`src/design/cache_pkg.sv`:
```
package cache_pkg;

    localparam int index_w = 4;
    localparam int tag_w = 8;
    localparam int addr_w = tag_w + index_w;
    localparam int data_w = 32;

    localparam int lines = 1 << index_w;
    localparam int mem_words = 1 << addr_w;

    // default memory response time, overridden from the top level
    localparam int mem_latency_dflt = 4;

    typedef struct packed {
        logic [tag_w-1:0]   tag;
        logic [index_w-1:0] index;
    } addr_t;

    // processor request, held until done
    typedef struct packed {
        logic              req;
        logic              we;
        addr_t             addr;
        logic [data_w-1:0] wdata;
    } cpu_req_t;

    typedef struct packed {
        logic              en;
        logic              rd;    // read when set
        addr_t             addr;
        logic [data_w-1:0] wdata;
    } mem_req_t;

    typedef enum logic [2:0] {
        st_idle        = 3'd0,
        st_cache       = 3'd1,
        st_miss        = 3'd2,
        st_writeback   = 3'd3,
        st_flush_start = 3'd4,
        st_flush_busy  = 3'd5
    } ctrl_state_t;

endpackage

```
`src/design/cache_controller.sv`:
```
`timescale 1ns/100ps

module cache_controller
    import cache_pkg::*;
(
    input  logic               clk,
    input  logic               rst,
    input  cpu_req_t           cpu_req,
    input  logic               flush,
    input  logic               hit,
    input  logic               line_dirty,
    input  logic               done_mem,
    output logic               mem_en,
    output logic               mem_rd,
    output logic               fill,
    output logic               cpu_update,
    output logic               latch_victim,
    output logic               flush_clean,
    output logic               wb_sel,
    output logic [index_w-1:0] flush_index,
    output logic               idle,
    output logic               done,
    output logic               flush_done
);

    ctrl_state_t state;
    ctrl_state_t next_state;

    logic [index_w-1:0] flush_cnt;
    logic               flush_clr;
    logic               flush_inc;
    logic               flush_last;

    always_ff @(posedge clk or negedge rst) begin
        if (!rst) begin
            flush_cnt <= '0;
        end else if (flush_clr) begin
            flush_cnt <= '0;
        end else if (flush_inc) begin
            flush_cnt <= flush_cnt + 1'b1;
        end
    end

    assign flush_last = (flush_cnt == '1);
    assign flush_index = flush_cnt;

    always_ff @(posedge clk or negedge rst) begin
        if (!rst) begin
            state <= st_idle;
        end else begin
            state <= next_state;
        end
    end

    always_comb begin
        next_state = state;
        mem_en = 1'b0;
        mem_rd = 1'b0;
        fill = 1'b0;
        cpu_update = 1'b0;
        latch_victim = 1'b0;
        flush_clean = 1'b0;
        wb_sel = 1'b0;
        idle = 1'b0;
        done = 1'b0;
        flush_done = 1'b0;
        flush_clr = 1'b0;
        flush_inc = 1'b0;

        case (state)
            st_idle: begin
                idle = 1'b1;
                if (flush) begin            // flush wins over a request
                    flush_clr = 1'b1;
                    next_state = st_flush_start;
                end else if (cpu_req.req) begin
                    if (hit) begin
                        cpu_update = 1'b1;
                        next_state = st_cache;
                    end else begin
                        latch_victim = 1'b1;  // save victim before the fill
                        next_state = st_miss;
                    end
                end
            end

            st_cache: begin
                done = 1'b1;
                next_state = st_idle;
            end

            st_miss: begin
                mem_en = 1'b1;
                mem_rd = 1'b1;
                if (done_mem) begin
                    fill = 1'b1;
                    done = 1'b1;
                    // victim goes back to memory after the fill
                    next_state = line_dirty ? st_writeback : st_idle;
                end
            end

            st_writeback: begin
                mem_en = 1'b1;   // write from eviction buffer
                if (done_mem) begin
                    next_state = st_idle;
                end
            end

            st_flush_start: begin
                wb_sel = 1'b1;
                if (line_dirty) begin
                    next_state = st_flush_busy;
                end else if (flush_last) begin
                    flush_done = 1'b1;
                    next_state = st_idle;
                end else begin
                    flush_inc = 1'b1;   // clean line, one cycle
                end
            end

            st_flush_busy: begin
                wb_sel = 1'b1;
                mem_en = 1'b1;
                if (done_mem) begin
                    flush_clean = 1'b1;
                    if (flush_last) begin
                        flush_done = 1'b1;
                        next_state = st_idle;
                    end else begin
                        flush_inc = 1'b1;
                        next_state = st_flush_start;
                    end
                end
            end

            default: begin
                next_state = st_idle;
            end
        endcase
    end

    // memory traffic out of idle needs a command
    a_mem_en_start: assert property (@(posedge clk) disable iff (!rst)
        $rose(mem_en) && $past(state) == st_idle |-> $past(cpu_req.req || flush));

    a_done_excl: assert property (@(posedge clk) disable iff (!rst)
        !(done && flush_done));

endmodule

```
`config.mk`:
```
export PLATFORM = sky130hd
export DESIGN_NAME = cache_controller
export DESIGN_NICKNAME = d
export VERILOG_FILES = /design/src/design/cache_pkg.sv /design/src/design/cache_controller.sv
export SDC_FILE = /design/constraint.sdc
export NUM_CORES = 1
export LEC_CHECK = 0
export BUFFER_PORTS_ARGS = -buffer_cell sky130_fd_sc_hd__buf_4
export CAP_MARGIN = 10
export CORE_MARGIN = 10
export CORE_UTILIZATION = 32
export CTS_BUF_LIST = sky130_fd_sc_hd__clkbuf_8
export DETAILED_ROUTE_END_ITERATION = 8
export HOLD_SLACK_MARGIN = 0.1
export PLACE_DENSITY_LB_ADDON = 0.15
export SETUP_SLACK_MARGIN = 0.05
export SLEW_MARGIN = 10
export SYNTH_ARGS = -nofsm -noshare
export SYNTH_HDL_FRONTEND = slang
export SYNTH_SLANG_ARGS = --single-unit
export TNS_END_PERCENT = 50
```
`constraint.sdc`:
```
create_clock -name clk -period 2.6 [get_ports clk]
set_input_delay 0.26 -clock clk [delete_from_list [all_inputs] [get_ports clk]]
set_output_delay 0.26 -clock clk [all_outputs]
set_load 0.05 [all_outputs]
```
Yosys cells after proc, flatten, opt, wreduce, memory -nomap -nowiden:

Index checks and enable logic that the tools add are counted.

* register bits after elaboration: 7
* input bits: 52
* output and inout port bits: 14
* logic and storage cells: 58

* add/sub/neg operators: 1
* equal/unequal tests: 11
* muxes and demuxes: 39
* reduce and logical (&&, ||, !) cells: 5

Operators by type and width (number)
* 3-bit 2-to-1 mux: 8
* 1-bit 2-to-1 mux: 23
* 3-bit case mux with 5 select lines: 1
* 4-bit 2-to-1 mux: 2
* 3-bit by 2-bit equality test with 1-bit output, second input constant: 2
* 3-bit equality test, second input constant: 2
* 2-bit != test, second input constant: 3
* 3-bit != test, second input constant: 2
* 1-bit case mux with 2 select lines: 3
* 5-bit AND reduction: 1
* 4-bit by 1-bit adder with 4-bit output, second input constant: 1
* 4-bit equality test, second input constant: 1
* 2-bit 2-to-1 mux: 2
* 3-bit by 1-bit equality test with 1-bit output, second input constant: 1
* 3-bit zero test: 1
* 3-bit OR reduction: 1
* 2-bit nonzero test: 1
* 2-bit OR reduction: 1

Longest topological paths before layout:

* word-level depth: 6
* depth in mapped cells: 5
* mapped depth without buffers: 5

Worst setup path before layout:

OpenSTA, ideal clock, no wires.

* path type: register to register
* start point: reg state[0]
* end point: reg state[1]
* setup time: 72 ps
* data arrival time: 3601 ps
* required time: 2528 ps
* setup slack: -1073 ps
* cell stages (with the launch flop): 5
* path buffers: 1
* period minus slack after synthesis: 3673 ps
* cells stage by stage: dfrtp_1 -> clkbuf_1 -> nor3_1 -> nor4bb_1 -> or2_2

* longest elaborated chain between the ends: 3
* elaborated cells between the ends (all ways): 12
* classes of those cells: eq/ne: 9; mux: 1; reduce/logical: 2

Ends and longest elaborated chain
* start, declared: line cache_controller.sv:26 `ctrl_state_t state;`
* start signal, assigned: line cache_controller.sv:49 `state <= st_idle;`
* start signal, assigned: line cache_controller.sv:51 `state <= next_state;`
* 3-bit equality test (tied with other cells): line cache_controller.sv:70 `case (state)`
* 3-bit != test (no line) or 2-bit != test (tied branches)
* 5-bit AND reduction (no line)

Several ways; a longest one is shown, not always the timed one.
A chain may end at the register's enable or synchronous reset.

Worst setup path after layout:

* start point: reg flush_cnt[0], in the netlist flush_index[0]
* end point: reg flush_cnt[3], in the netlist flush_index[3]

* longest elaborated chain between the ends: 5
* elaborated cells between the ends (all ways): 9
* classes of those cells: add/sub: 1; eq/ne: 1; mux: 6; reduce/logical: 1

Ends and longest elaborated chain
* start, declared: line cache_controller.sv:29 `logic [index_w-1:0] flush_cnt;`
* start signal, assigned: line cache_controller.sv:40 `flush_cnt <= flush_cnt + 1'b1;`
* 4-bit equality test: line cache_controller.sv:44 `assign flush_last = (flush_cnt == '1);`
* 1-bit 2-to-1 mux: line cache_controller.sv:114, cache_controller.sv:127
* 1-bit 2-to-1 mux (on tied branches): line cache_controller.sv:125, cache_controller.sv:112
* 1-bit case mux with 2 select lines: line cache_controller.sv:70
* 2-bit nonzero test (no line)

Several ways; a longest one is shown, not always the timed one. The select of a mux whose other input is x is not followed.

==> flow_metrics.env <==
export IMPL_ys_flop_type="dfrtp_1"
export IMPL_synth_top_cell_by_area="dfrtp_1"
export IMPL_slew_headroom=0.7893
export IMPL_postLayoutCellArea_um2=740.7
export IMPL_min_period_ns=2.022
export IMPL_grt_pass1_vias=528
export IMPL_ys_warn_count=0
export IMPL_firstDrtPassIters=3
export IMPL_timing_final_crit_share=0.7777
export IMPL_rr_endpoint="flush_index[3]$_DFFE_PN0P_"
export IMPL_critPathMaxStageDelay_ns=0.56
export IMPL_vias=507
export IMPL_worst_slew_pin_slew_ns=0.3160
export IMPL_synthDistinctLibCells=32
export IMPL_path_buf_inv=0
export IMPL_critPathLaunchType="flop"
export IMPL_postRouteAntennaNets=0
export IMPL_seq_area_frac_synth=0.3431
export IMPL_cts_root_buffer="clkbuf_8"
export IMPL_r2r_cells=5
export IMPL_fmax_mhz=494.6
export IMPL_setup_tns_ns=0
export IMPL_peakVddDrop_mv=0.8925
export IMPL_power_density_mw_per_mm2=1264
export IMPL_clock_path_buffers=2
export IMPL_arrival_ns=2.17
export IMPL_synth_top_area_frac=0.3431
export IMPL_grtUsageTotal=0.08309
export IMPL_area_growth_syn_to_layout_pct=45.10
export IMPL_drt_iter0_markers=3
export IMPL_cp_startpoint="flush_index[0]$_DFFE_PN0P_"
export IMPL_synth_edf_count=0
export IMPL_syn_num_nets=113
export IMPL_synth_avg_cell_area_um2=8.508
export IMPL_cp_endpoint="flush_index[3]$_DFFE_PN0P_"
export IMPL_grt_start_max_net_pins=12
export IMPL_dp_hpwl_um=1050
export IMPL_cp_data_required_time_ns=2.75
export IMPL_place_area_um2=685.7
export IMPL_cpLargestDelayFamily="simple AND/OR/NAND/NOR gates"
export IMPL_status="finished, final reports clean"
export IMPL_nets=137
export IMPL_start_util=0.3389
export IMPL_insertion_delay_ns=0.22
export IMPL_setup_viol=0
export IMPL_routed_wl_um=1382
export IMPL_worst_path_max_delay_cell="or4_4"
export IMPL_hp_class="in -> async"
export IMPL_cts_tree="built"
export IMPL_cts_resized=0
export IMPL_rows=14
export IMPL_cts_sinks=7
export IMPL_path_cells="ha_1 > and3_1 > or4_4 > or3_1 > a21oi_1"
export IMPL_synth_seq_cells=7
export IMPL_rrSetupSlack_ns=0.58
export IMPL_cp_depth=5
export IMPL_htreeDepth=1
export IMPL_core_area_mm2=0.001506
export IMPL_post_route_drc_count=0
export IMPL_path_class="reg -> reg"
export IMPL_vias_per_cell=5.121
export IMPL_die_area_mm2=0.003593
export IMPL_drive_gt1_frac=0.3614
export IMPL_critPathMaxFanout=4
export IMPL_grt_pass1_wl_um=2359
export IMPL_hold_viol_final=0
export IMPL_end_kind="flop"
export IMPL_rsz0062_at_grt="no"
export IMPL_die_w_um=59.94
export IMPL_cts_buffers=3
export IMPL_clk_pin_slew_ns=0.04
export IMPL_worstReg2RegStart="flush_index[0]$_DFFE_PN0P_"
export IMPL_synthTopCellsByArea="dfrtp_1 34%, a21oi_1 5.9%, nor2_1 5.1%"
export IMPL_synthArstFlopShare=1.000
export IMPL_fin_skew_ns=0.0004382
export IMPL_wire_per_inst_um=13.96
export IMPL_leakagePower_nw=0.3779
export IMPL_dieHeight_um=59.94
export IMPL_antenna_found_initial=0
export IMPL_cap_violations=0
export IMPL_place_gp_congestion=0.7288
export IMPL_syn_cell_area_um2=510.5
export IMPL_ios=66
export IMPL_gr_total_overflow=0
export IMPL_drv_slew=0
export IMPL_numPortBuffers=20
export IMPL_antenna_cells=0
export IMPL_postSynthCellCount=60
export IMPL_netlist_top_cells_count="7 x dfrtp_1, 7 x nor2_1, 6 x a21oi_1"
-- flip-flops by register name, summed over array words and instances, names as in the netlist --
register,cells
state,3
flush_index,4
-- through the flow --
stage	hold slack (ns)	total power, mW	utilization	std cells	setup slack, ns
after floorplan	-0.03559	0.6378	-	60	0.2507
after CTS	0.3836	0.9479	0.4917	99	0.5663
after detailed placement	0.07573	0.7932	0.4552	94	0.5872
after global placement	0.07600	0.7892	0.4552	94	0.5786
final	0.4052	0.9364	0.4917	99	0.5781
after global routing	0.4058	1.011	0.4917	99	0.4453
-- power breakdown --
group | internal (mW) | switching (mW) | leakage [nW]
sequential | 0.148 | 0.0692 | 0.0907
clock | 0.102 | 0.0446 | 0.0269
combinational | 0.206 | 0.367 | 0.260
total | 0.456 | 0.480 | 0.378
-- cells in the final DEF (no fill, tap or decap), types with 2 or more instances in the layout --
cell and count:
a21oi_1 6, and3_1 3, buf_4 20, clkbuf_8 3, dfrtp_1 7, inv_1 3
nand2_1 3, nand2b_1 2, nor2_1 7, nor2b_1 3, o21ai_0 3, or2_2 2
-- worst min-delay path by stage --
stage | from | end | slack (ns) | cells past startpoint
floorplan | rst | flush_index[0]$_DFFE_PN0P_ | -0.04 | 0
global placement | rst | flush_index[2]$_DFFE_PN0P_ | 0.08 | 1
detailed placement | rst | flush_index[2]$_DFFE_PN0P_ | 0.08 | 1
CTS | rst | state[1]$_DFFE_PN0P_ | 0.38 | 2
global route | rst | flush_index[2]$_DFFE_PN0P_ | 0.41 | 2
finish | rst | flush_index[3]$_DFFE_PN0P_ | 0.41 | 2
-- worst reg2reg max path: stages, from the launching register on --
cell and delay (ns):
dfrtp_1 0.41, ha_1 0.25, and3_1 0.22, or4_4 0.56
or3_1 0.36, a21oi_1 0.14
-- final cells by class --
cell class                 instances  area, um^2
fill                             157       765.7
multi-input combinational         49       332.8
sequential                         7       175.2
timing repair buffer              21       160.2
clock buffer                       3       41.29
tap                               16       20.02
inverter                           2       7.507
clock inverter                     1       3.754
-- per-layer routing --
metal | up-vias | routed length, um | track usage
li1 | 262 | - | -
met1 | 230 | 641 | 0.09976
met2 | 13 | 626 | 0.1265
met3 | 2 | 97 | 0.03178
met4 | 0 | 16 | 0.03846
met5 | - | 0 | 0
-- logic make-up (layout without fill, tap and decap cells) --
| family | after synthesis | in the layout | synth area share |
|---|---|---|---|
| xor gates and xnor gates | 1 | 1 | 0.01716 |
| buffers and inverters | 4 | 27 | 0.04411 |
| AOI/OAI and AO/OA | 14 | 14 | 0.1618 |
| muxes | 1 | 1 | 0.01961 |
| adders and majority gates | 1 | 1 | 0.02451 |
| and+or+nand+nor | 32 | 32 | 0.3897 |
| DFF | 7 | 7 | 0.3431 |
-- repair_timing --
item,CTS,global route
buffers inserted,0,0
endpoints found under the hold margin,7,0
hold buffers,1,0
Power figures use the tool's default switching activity.
