File: src/design/cache_pkg.sv
package cache_pkg;

    localparam int index_w = 4;
    localparam int tag_w = 8;
    localparam int addr_w = tag_w + index_w;
    localparam int data_w = 32;

    localparam int lines = 1 << index_w;
    localparam int mem_words = 1 << addr_w;

    // default memory response time, overridden from the top level
    localparam int mem_latency_dflt = 4;

    typedef struct packed {
        logic [tag_w-1:0]   tag;
        logic [index_w-1:0] index;
    } addr_t;

    // processor request, held until done
    typedef struct packed {
        logic              req;
        logic              we;
        addr_t             addr;
        logic [data_w-1:0] wdata;
    } cpu_req_t;

    typedef struct packed {
        logic              en;
        logic              rd;    // read when set
        addr_t             addr;
        logic [data_w-1:0] wdata;
    } mem_req_t;

    typedef enum logic [2:0] {
        st_idle        = 3'd0,
        st_cache       = 3'd1,
        st_miss        = 3'd2,
        st_writeback   = 3'd3,
        st_flush_start = 3'd4,
        st_flush_busy  = 3'd5
    } ctrl_state_t;

endpackage

File: src/design/cache_array.sv
`timescale 1ns/100ps

module cache_array
    import cache_pkg::*;
(
    input  logic               clk,
    input  logic               rst,
    input  cpu_req_t           cpu_req,
    input  logic               fill,
    input  logic               cpu_update,
    input  logic               latch_victim,
    input  logic               flush_clean,
    input  logic               wb_sel,
    input  logic [index_w-1:0] flush_index,
    input  logic [data_w-1:0]  mem_rdata,
    output logic               hit,
    output logic               line_dirty,
    output addr_t              wb_addr,
    output logic [data_w-1:0]  wb_data,
    output logic [data_w-1:0]  rdata
);

    logic [tag_w-1:0]  tag_mem [lines];
    logic [data_w-1:0] data_mem [lines];
    logic [lines-1:0]  valid;
    logic [lines-1:0]  dirty;

    // eviction buffer
    addr_t             evict_addr;
    logic [data_w-1:0] evict_data;
    logic              evict_dirty;

    logic [data_w-1:0]  rdata_q;
    logic [data_w-1:0]  fill_word;
    logic [index_w-1:0] idx;
    logic [tag_w-1:0]   req_tag;

    assign idx = cpu_req.addr.index;
    assign req_tag = cpu_req.addr.tag;

    assign hit = valid[idx] && (tag_mem[idx] == req_tag);
    assign fill_word = cpu_req.we ? cpu_req.wdata : mem_rdata;  // write miss allocates

    always_ff @(posedge clk or negedge rst) begin
        if (!rst) begin
            valid <= '0;
            dirty <= '0;
            evict_dirty <= 1'b0;
        end else begin
            if (fill) begin
                valid[idx] <= 1'b1;
                dirty[idx] <= cpu_req.we;
            end else if (cpu_update && cpu_req.we) begin
                dirty[idx] <= 1'b1;
            end
            if (flush_clean) begin
                dirty[flush_index] <= 1'b0;
            end
            if (latch_victim) begin
                evict_dirty <= valid[idx] && dirty[idx];
            end
        end
    end

    always_ff @(posedge clk) begin
        if (fill) begin
            tag_mem[idx] <= req_tag;
            data_mem[idx] <= fill_word;
            rdata_q <= fill_word;
        end
        if (cpu_update) begin
            if (cpu_req.we) begin
                data_mem[idx] <= cpu_req.wdata;
            end else begin
                rdata_q <= data_mem[idx];
            end
        end
        if (latch_victim) begin
            evict_addr <= '{tag: tag_mem[idx], index: idx};
            evict_data <= data_mem[idx];
        end
    end

    // victim on a miss, line under the counter during a flush
    assign line_dirty = wb_sel ? (valid[flush_index] && dirty[flush_index]) : evict_dirty;
    assign wb_addr = wb_sel ? addr_t'{tag: tag_mem[flush_index], index: flush_index}
                            : evict_addr;
    assign wb_data = wb_sel ? data_mem[flush_index] : evict_data;

    assign rdata = fill ? mem_rdata : rdata_q;  // miss data passes through on done

    a_fill_clean_excl: assert property (@(posedge clk) disable iff (!rst)
        !(fill && flush_clean));

endmodule

File: config.mk
export PLATFORM = sky130hd
export DESIGN_NAME = cache_array
export DESIGN_NICKNAME = d
export VERILOG_FILES = /design/src/design/cache_pkg.sv /design/src/design/cache_array.sv
export SDC_FILE = /design/constraint.sdc
export NUM_CORES = 1
export LEC_CHECK = 0
export BUFFER_PORTS_ARGS = -buffer_cell sky130_fd_sc_hd__buf_2
export CORE_MARGIN = 2
export CORE_UTILIZATION = 55
export CTS_CLUSTER_DIAMETER = 100
export DETAILED_ROUTE_END_ITERATION = 8
export HOLD_SLACK_MARGIN = 0.15
export MAX_ROUTING_LAYER = met4
export PLACE_DENSITY_LB_ADDON = 0.08
export SYNTH_ARGS = -nofsm -noshare
export SYNTH_HDL_FRONTEND = slang
export SYNTH_SLANG_ARGS = --single-unit
File: constraint.sdc
create_clock -name clk -period 4.1 [get_ports clk]
set_input_delay 0.205 -clock clk [delete_from_list [all_inputs] [get_ports clk]]
set_output_delay 0.205 -clock clk [all_outputs]
set_load 0.005 [all_outputs]
== After elaboration in Yosys (flattened, before gate mapping) ==
Memory sizes are Yosys's and may differ from the RTL's.
Index checks and enable logic that the tools add are counted.
Operators by class
  $lt $le $gt $ge: 4
  equal/unequal tests: 1
  muxes and demuxes: 30
  bitwise operators: 5
  reductions and logical operators: 6
Operators with widths (number)
  2-to-1 mux 32 bit: 7
  2-to-1 mux 16 bit: 3
  OR 16 bit: 2
  bitwise AND 16 bit: 1
  binary-select mux 1 bit (select 4 bit): 4
  bitwise mux 16 bit: 1
  NOT 16 bit: 1
  2-to-1 mux 1 bit: 12
  2-to-1 mux 12 bit: 1
  less-than comparator 4 x 5 -> 1 bit, second input constant: 2
  demux 1 bit (select 4 bit): 2
  equality test 8 bit: 1
  greater-or-equal comparator 4 x 1 -> 1 bit, second input constant: 2
  logical AND 1 bit: 6
  OR 1 bit: 1
Word-level totals
  register bits after elaboration: 109
  memory bits (writable): 640
  output and inout port bits: 78
  word-level logic and storage cells: 55
  memories: 2
Memory list
  data_mem: depth 16, width 32, rd ports 2, clocked after Yosys merged registers in 0, wr ports 1, line cache_array.sv:24  | logic [data_w-1:0] data_mem [lines];
  tag_mem: depth 16, width 8, rd ports 2, clocked after Yosys merged registers in 0, wr ports 1, line cache_array.sv:23  | logic [tag_w-1:0] tag_mem [lines];

== Longest topological paths before layout ==
Gate-level depths: netlist (run 1).
  depth after elaboration: 9
  depth in mapped cells: 10
  mapped depth without buffers: 6

== Least setup slack after synthesis (run 1) ==
No wires, ideal clock.
  kind: input-to-reg
  start: in cpu_req[35] in the netlist's numbering
  end: mem data_mem[2][0], enable pin
  setup time: 0.423 ns
  data arrival time: 2.634 ns
  data required time: 3.677 ns
  setup slack: 1.044 ns
  stages on the path: 6
  path buffers: 4
  cell sequence: buf_2 > buf_4 > buf_2 > or2_2 > clkbuf_1 > nor2_1
RTL lines
  start: declaration: line cache_array.sv:8  | input cpu_req_t cpu_req,
  end: declaration: line cache_array.sv:24
No word-level cell before the write port.

== Final worst setup path (run 1) ==
  start: in flush_index[0]
  end: out wb_data[29]
Between the ends
  cells in the longest elaborated chain, start to end: 2
Ends and longest elaborated chain
  start: declaration: line cache_array.sv:14  | input logic [index_w-1:0] flush_index,
  memory (16 x 32 bit)
  2-to-1 mux 32 bit: line cache_array.sv:88  | assign wb_data = wb_sel ? data_mem[flush_index] : evict_data;
  end: declaration: line cache_array.sv:19  | output logic [data_w-1:0] wb_data,
Every way passes these cells.

==> out/qor.yml, run 1 <==
global_route:
  grt_max_degree: 59
  top_usage_layer: "met2"
  gr-usage-met1_pct: 39.20
  antenna_found_initial: 1
  grt_util_met2_pct: 45.80
  met3_usage_pct: 5.300
  grt_pass1_vias: 19820
  overflow: 0
  grt_pass1_wl_um: 132800
  grtUsageTotal_pct: 28.78
clock_tree:
  cts.sinks: 749
  cts_root_buf: "clkbuf_16"
  cts_max_level: 3
  post-cts-setup-buffers: 0
  ctsLongestPathBuffers: 3
  cts_tree: "built"
  cts_made_buffers: 77
  insertion_delay_ns: 0.62
  clk_pin_slew_ns: 0.06
synth:
  ys_seq_area_share_pct: 62.15
  synthFlopType: "edfxtp_1"
  netlist_instances: 1707
  synth-async-reset-ratio_pct: 4.406
  synth_edf_count: 684
  synth_seq_cells: 749
  ys_warn_count: 0
  avgSynthCellArea_um2: 20.74
  syn_area_um2: 35410
  synth.distinct_cells: 46
  synth.net_count: 1796
floorplanning:
  die_h_um: 257.7
  fp-row-count: 93
  die_x_um: 257.7
  die_area_um2: 66420
  io_pins: 167
  start_util_pct: 55.32
  core_area_um2: 64000
routing:
  wl_um: 90700
  post_drt_wl_per_cell_um: 31.92
  drc_errors: 0
  dr.pass1.iters: 5
  vias: 19200
  viasPerCell: 6.756
  final_antenna_net_count: 0
  drt_iter0_drc: 1746
cells_and_area:
  nFillCells: 4493
  nets: 2014
  drive_gt1_share_pct: 41.39
  multiInputGateArea_um2: 12710
  post-route-cell-area_um2: 40220
  syn_to_final_growth_pct: 13.60
  final_core_util_pct: 62.85
  seqCellArea_um2: 22010
setup_path:
  arrival_ns: 2.75
  ff2ff_path_depth: 4
  rrSetupSlack_ns: 2.18
  timing_worst_setup_path_type: "in -> out"
  crit_required_ns: 3.89
  cp-endpoint: "wb_data[29]"
  crit-reg2reg-launch: "dirty[7]"
  crit_path_start: "flush_index[0]"
  critPathLaunchType: "primary input"
  cp-end-kind: "primary output"
  worstPathMaxFanout: 55
  r2r_end: "evict_dirty"
power_and_ir_drop:
  finalPower_mw: 17.66
  peakVddDrop_uv: 332.6
  power.leakage_nw: 13.54
  powerDensity_nw_per_um2: 439.1
placement:
  post-dp-hpwl_um: 52380
  placed_area_um2: 37460
  port_buffers: 165
  gp_congestion: 0.8002
timing:
  fmax_mhz: 338.3
  setup-violations-final: 0
  drv_slew: 0
  fin_setup_tns_ns: 0
  finalCritPeriodShare_pct: 72.09
  min_period_ns: 2.956
  finalHoldViolations: 0
  tightest_slew_ns: 0.8683
  slew_headroom_pct: 42.12
  holdWs_ns: 0.1587
  finClkSkew_ns: 0.01394
  rsz0062_at_grt: "no"
worst_hold_path:
  worstHoldPathCells: 2
  hp-class: "in -> reg"
status:
  status: "completed"
flow_run:
  cap_violations: 0
[routing by layer]
metal  wire length, um  vias to the layer above  part of all wire [%]
li1                  -                     7834                     -
met1             35960                    10330                    40
met2             45040                      907                    50
met3              7909                      127                   8.7
met4              1790                        0                   2.0
met5                 0                        -                     0
[registers in the layout, summed over array words and instances, names as in the netlist]
register	cells
evict_dirty	1
evict_data	32
dirty	16
valid	16
rdata_q	32
data_mem	512
tag_mem	128
evict_addr	12
[how the worst min path moves through the flow]
stage / from / endpoint / slack (ns)
2_1_floorplan: rst / dirty[0] / -0.09
3_3_place_gp: rst / valid[0] / 0.30
3_5_place_dp: rst / valid[1] / 0.32
4_1_cts: cpu_req[12] / data_mem[12][12] / 0.15
5_1_grt: cpu_req[30] / data_mem[8][30] / 0.19
6_report: cpu_req[21] / data_mem[2][21] / 0.16
[cell type report]
class                      count  share of cell area [%]
clock buffer                 106                   5.341
sequential                   749                   54.71
timing repair buffer         271                   4.928
inverter                       4                 0.04044
clock inverter                34                  0.7217
antenna                        1                0.006222
multi-input combinational    822                   31.59
tap                          855                   2.660
[logic make-up after synthesis]
logic type	synth area share, %
AOI/OAI and AO/OA	1.290
xor gates and xnor gates	0.2226
buffers and inverters	2.322
DFF	62.15
muxes	31.88
and+or+nand+nor	2.131
[power breakdown]
group	switching, mW	internal [mW]	leakage [nW]
clock	2.88	3.98	1.20
sequential	0.169	8.72	6.86
combinational	0.958	0.959	5.48
total	4.00	13.7	13.5
[cell usage after synthesis (all sizes together), types with 2 or more instances]
cell / instances / share of area, %
mux2: 116 / 4.1
xnor2: 7 / 0.17
a31oi: 6 / 0.11
or2: 17 / 0.30
nand3: 7 / 0.099
nor2b: 7 / 0.12
o21ai: 39 / 0.55
and3b: 2 / 0.049
dfrtp: 33 / 2.3
a311oi: 3 / 0.074
a22oi: 2 / 0.042
mux2i: 50 / 1.4
clkbuf: 46 / 0.49
xor2: 2 / 0.049
a21oi: 4 / 0.057
dfxtp: 32 / 1.8
buf: 86 / 1.8
a211oi: 13 / 0.28
nor2: 60 / 0.64
edfxtp: 684 / 58
nand2: 56 / 0.59
mux4: 402 / 26
inv: 3 / 0.032
nor3: 16 / 0.23
[worst max-delay path: stages]
cell and delay, ns:
buf_8 0.52, buf_12 0.38, mux4_1 0.62, mux4_2 0.47, mux2_4 0.31, buf_2 0.14
[layout by cell type, fill, tap and decap left out, types with 7 or more instances in the layout]
cell type / n
mux2_4: 37
o21ai_1: 34
nor3_1: 16
dfxtp_1: 32
clkbuf_1: 20
buf_12: 19
edfxtp_1: 684
nand2_1: 56
a211oi_1: 13
dlygate4sd3_1: 32
clkinv_2: 13
nor2_4: 16
clkbuf_16: 79
mux4_1: 77
xnor2_1: 7
clkinv_1: 13
buf_4: 59
nand3_1: 7
or2_2: 17
clkbuf_8: 7
mux4_2: 325
buf_2: 157
nor2_1: 44
dfrtp_1: 33
mux2i_1: 50
mux2_2: 79
[through the flow]
stage                     instances  setup WS [ns]
after global placement         2669          1.117
final                          2842          1.144
after floorplan                1707          1.044
after detailed placement       2669          1.114
after CTS                      2841          1.127
after global routing           2842          1.028
[what timing repair did]
| action | CTS | global route |
|---|---|---|
| hold buffers | 32 | 0 |
| setup endpoints to repair | 0 | 0 |
| resized for setup | 0 | 0 |
| hold endpoints to repair | 317 | 0 |
Note: power is estimated with default switching activity, not from simulation.
==> run 2: changes to the inputs <==
ABC_AREA = 1   (was unset)
clock period = 2.61 ns   (was 4.1 ns; I/O delays follow)
==> out/qor.yml, run 2 <==
setup_path:
  path_delay_family: "buffers and inverters"
  arrival_ns: 2.37  # -0.38 ns
  cp-end-kind: "primary output"
  crit_path_top_delay_cell: "dlygate4sd3_1"
  timing_worst_setup_path_type: "in -> out"
  path_buf_inv: 6  # +3
  worst_path_most_repeated_cell: "nand2_1"
  slowest_delay_ns: 0.51  # -0.11 ns
  crit_chain: "dlygate4sd3_1, buf_2, inv_1, nor2_4, buf_4, nand2_1, nand2_1, inv_1, nand2_1, nand2_1, nor2_1, nand3_1, nor2_1, buf_2"
  critPathLaunchType: "primary input"
  crit_required_ns: 2.48  # -1.41 ns
  worstPathMaxFanout: 17  # -69%
routing:
  wl_um: 116700  # +29%
  vias: 28540  # +49%
  viasPerCell: 6.396  # -5.3%
  post_drt_wl_per_cell_um: 26.15  # -18%
  final_antenna_net_count: 0  # unchanged
  drc_errors: 0  # unchanged
  dr.pass1.iters: 7  # +2
  drt_iter0_drc: 3557  # +100%
floorplanning:
  die_area_um2: 66360  # -0.10%
  io_pins: 167  # unchanged
  start_util_pct: 55.87  # +0.55 points
  die_h_um: 257.6  # about the same
  die_x_um: 257.6  # about the same
  fp-row-count: 92  # -1.1%
  core_area_um2: 63310  # -1.1%
global_route:
  overflow: 0  # unchanged
  grtUsageTotal_pct: 35.72  # +6.9 points
  antenna_found_initial: 1  # unchanged
  grt_pass1_wl_um: 172100  # +30%
  grt_pass1_vias: 27930  # +41%
  grt_max_degree: 62  # +5.1%
synth:
  synth_seq_cells: 749  # unchanged
  ys_warn_count: 0  # unchanged
  ys_seq_area_share_pct: 62.21  # about the same
  synth_top_cell_by_area: "edfxtp_1"
  synth.net_count: 3395  # +89%
  ys_top_cells_by_count: "nand2_1 (862), edfxtp_1 (684), inv_1 (394)"
  yosysMostFrequentCell: "nand2_1"
  synth_edf_count: 684  # unchanged
  avgSynthCellArea_um2: 10.70  # -48%
  synth-async-reset-ratio_pct: 4.406  # unchanged
  synth_top_cell_area_share_pct: 58.07  # about the same
  syn_area_um2: 35370  # about the same
  netlist_instances: 3306  # +94%
  synthFlopType: "edfxtp_1"
  synth.distinct_cells: 36  # -22%
  synth.top_cells.by_area: "edfxtp_1 (58%), nand2_1 (9.1%), o221ai_1 (6.3%)"
flow_run:
  cap_violations: 0  # unchanged
timing:
  setup_slack_ns: 0.1078  # -1.036 ns
  drv_slew: 0  # unchanged
  fin_setup_tns_ns: 0  # unchanged
  tightest_slew_ns: 1.243  # +0.3746 ns
  fmax_mhz: 399.6
  setup-violations-final: 0  # unchanged
  min_period_ns: 2.502
  rsz0062_at_grt: "no"
  finClkSkew_ns: 0.01083  # -0.003119 ns
  finalHoldViolations: 0  # unchanged
  finalCritPeriodShare_pct: 95.87
  slew_headroom_pct: 16.84  # -25 points
placement:
  dp_slack_ns: 0.3107  # -0.8034 ns
  gp_congestion: 0.8880  # +11%
  post-dp-hpwl_um: 64090  # +22%
  port_buffers: 165  # unchanged
cells_and_area:
  largest_reg_flops: 512  # unchanged
  drive_gt1_share_pct: 15.30  # -26 points
  largestRegisters: "data_mem (512), tag_mem (128)"
  layout_common_cells: "nand2_1 (860), edfxtp_1 (684), inv_1 (391), o221ai_1 (254), a22oi_1 (246)"
  largest-register: "data_mem"
  final_common_cell: "nand2_1"
  syn_to_final_growth_pct: 16.77
  nets: 3636  # +81%
clock_tree:
  clk_pin_slew_ns: 0.06  # about the same
  cts_tree: "built"
  cts_root_buf: "clkbuf_16"
  cts.sinks: 749  # unchanged
  ctsLongestPathBuffers: 3  # unchanged
  cts_max_level: 3  # unchanged
  insertion_delay_ns: 0.62  # about the same
  cts_made_buffers: 79  # +2.6%
power_and_ir_drop:
  power.leakage_nw: 16.36  # +21%
  powerDensity_nw_per_um2: 698.8  # +59%
  peakVddDrop_uv: 527.7  # +59%
  finalPower_mw: 28.86  # +63%
status:
  status: "completed"
worst_hold_path:
  hp-class: "in -> async"
==> run 2: cell types whose count changed after synthesis, moves of 134 or more <==
cell / change
inv_1: +391
a22oi_1: +244
o221ai_1: +254
mux4_2: -325
o21ai_0: +134
nand2_1: +806
==> run 2: cells by family (layout without fill, tap and decap cells) <==
family	Yosys count	after routing	synth area share, %
simple gates	1085	1085	12.03
compound gates	847	847	18.13
flops	749	749	62.21
buf+inv	625	933	7.623
other cells	0	2	0
==> run 2: final cells by class <==
class	count	area, um^2
repair buffers	380	3124
clock buffers	121	2361
inverters	405	1534
diodes	2	5.005
clock inverters	27	349.1
flip-flops and latches	749	22010
fillers	4917	22010
well taps	846	1059
multi-input cells	1932	10860
==> run 2: worst reg2reg max path, delay by kind of cell, from the launching register on <==
family / cells / cell delay (ns)
AO/OA/AOI/OAI: 2 / 0.32
buffers and inverters: 1 / 0.07
flip-flops: 1 / 0.41
AND/OR/NAND/NOR: 3 / 0.42
==> run 2: per-layer routing <==
layer  wire [um]  GRT usage (%)  up-vias
li1            -              -    12420
met1       43480          46.33    13840
met2       55160          56.50     1915
met3       13040          5.781      372
met4        5011          14.52        0
met5           0              -        -
==> run 2: report_power, final <==
part	internal (mW)	switching [mW]
sequential	13.6	0.179
clock	7.04	4.68
combinational	1.11	2.21
total	21.8	7.07
==> run 2: final timing paths <==
path                           startpoint       endpoint  slack, ns  cells past startpoint
max in group asynchronous             rst       dirty[5]       1.89                      2
setup reg to reg           data_mem[0][0]  evict_data[0]       1.15                      6
min in group clk              cpu_req[32]  evict_addr[0]       0.18                      2
hold reg to reg               evict_dirty    evict_dirty       0.49                      2
hold / removal                        rst      dirty[11]       0.18                      2
setup / recovery              cpu_req[34]            hit       0.11                     14
==> run 2: repair_timing <==
| action | 4_1_cts | 5_1_grt |
|---|---|---|
| setup buffers | 0 | 0 |
| hold buffers | 66 | 0 |
| gates resized for setup | 0 | 3 |
| endpoints found under the hold margin | 620 | 0 |
| setup endpoints to repair | 0 | 1 |
==> run 2: per-stage QoR <==
stage	util [%]	hold WS, ns	area [um^2]	std cells
2_1_floorplan	-	-0.1651	35370	3306
3_3_place_gp	59.90	0.2452	37920	4246
3_5_place_dp	59.90	0.2722	37920	4246
4_1_cts	65.22	0.1507	41290	4460
5_1_grt	65.24	0.1815	41300	4462
6_report	65.24	0.1759	41300	4462
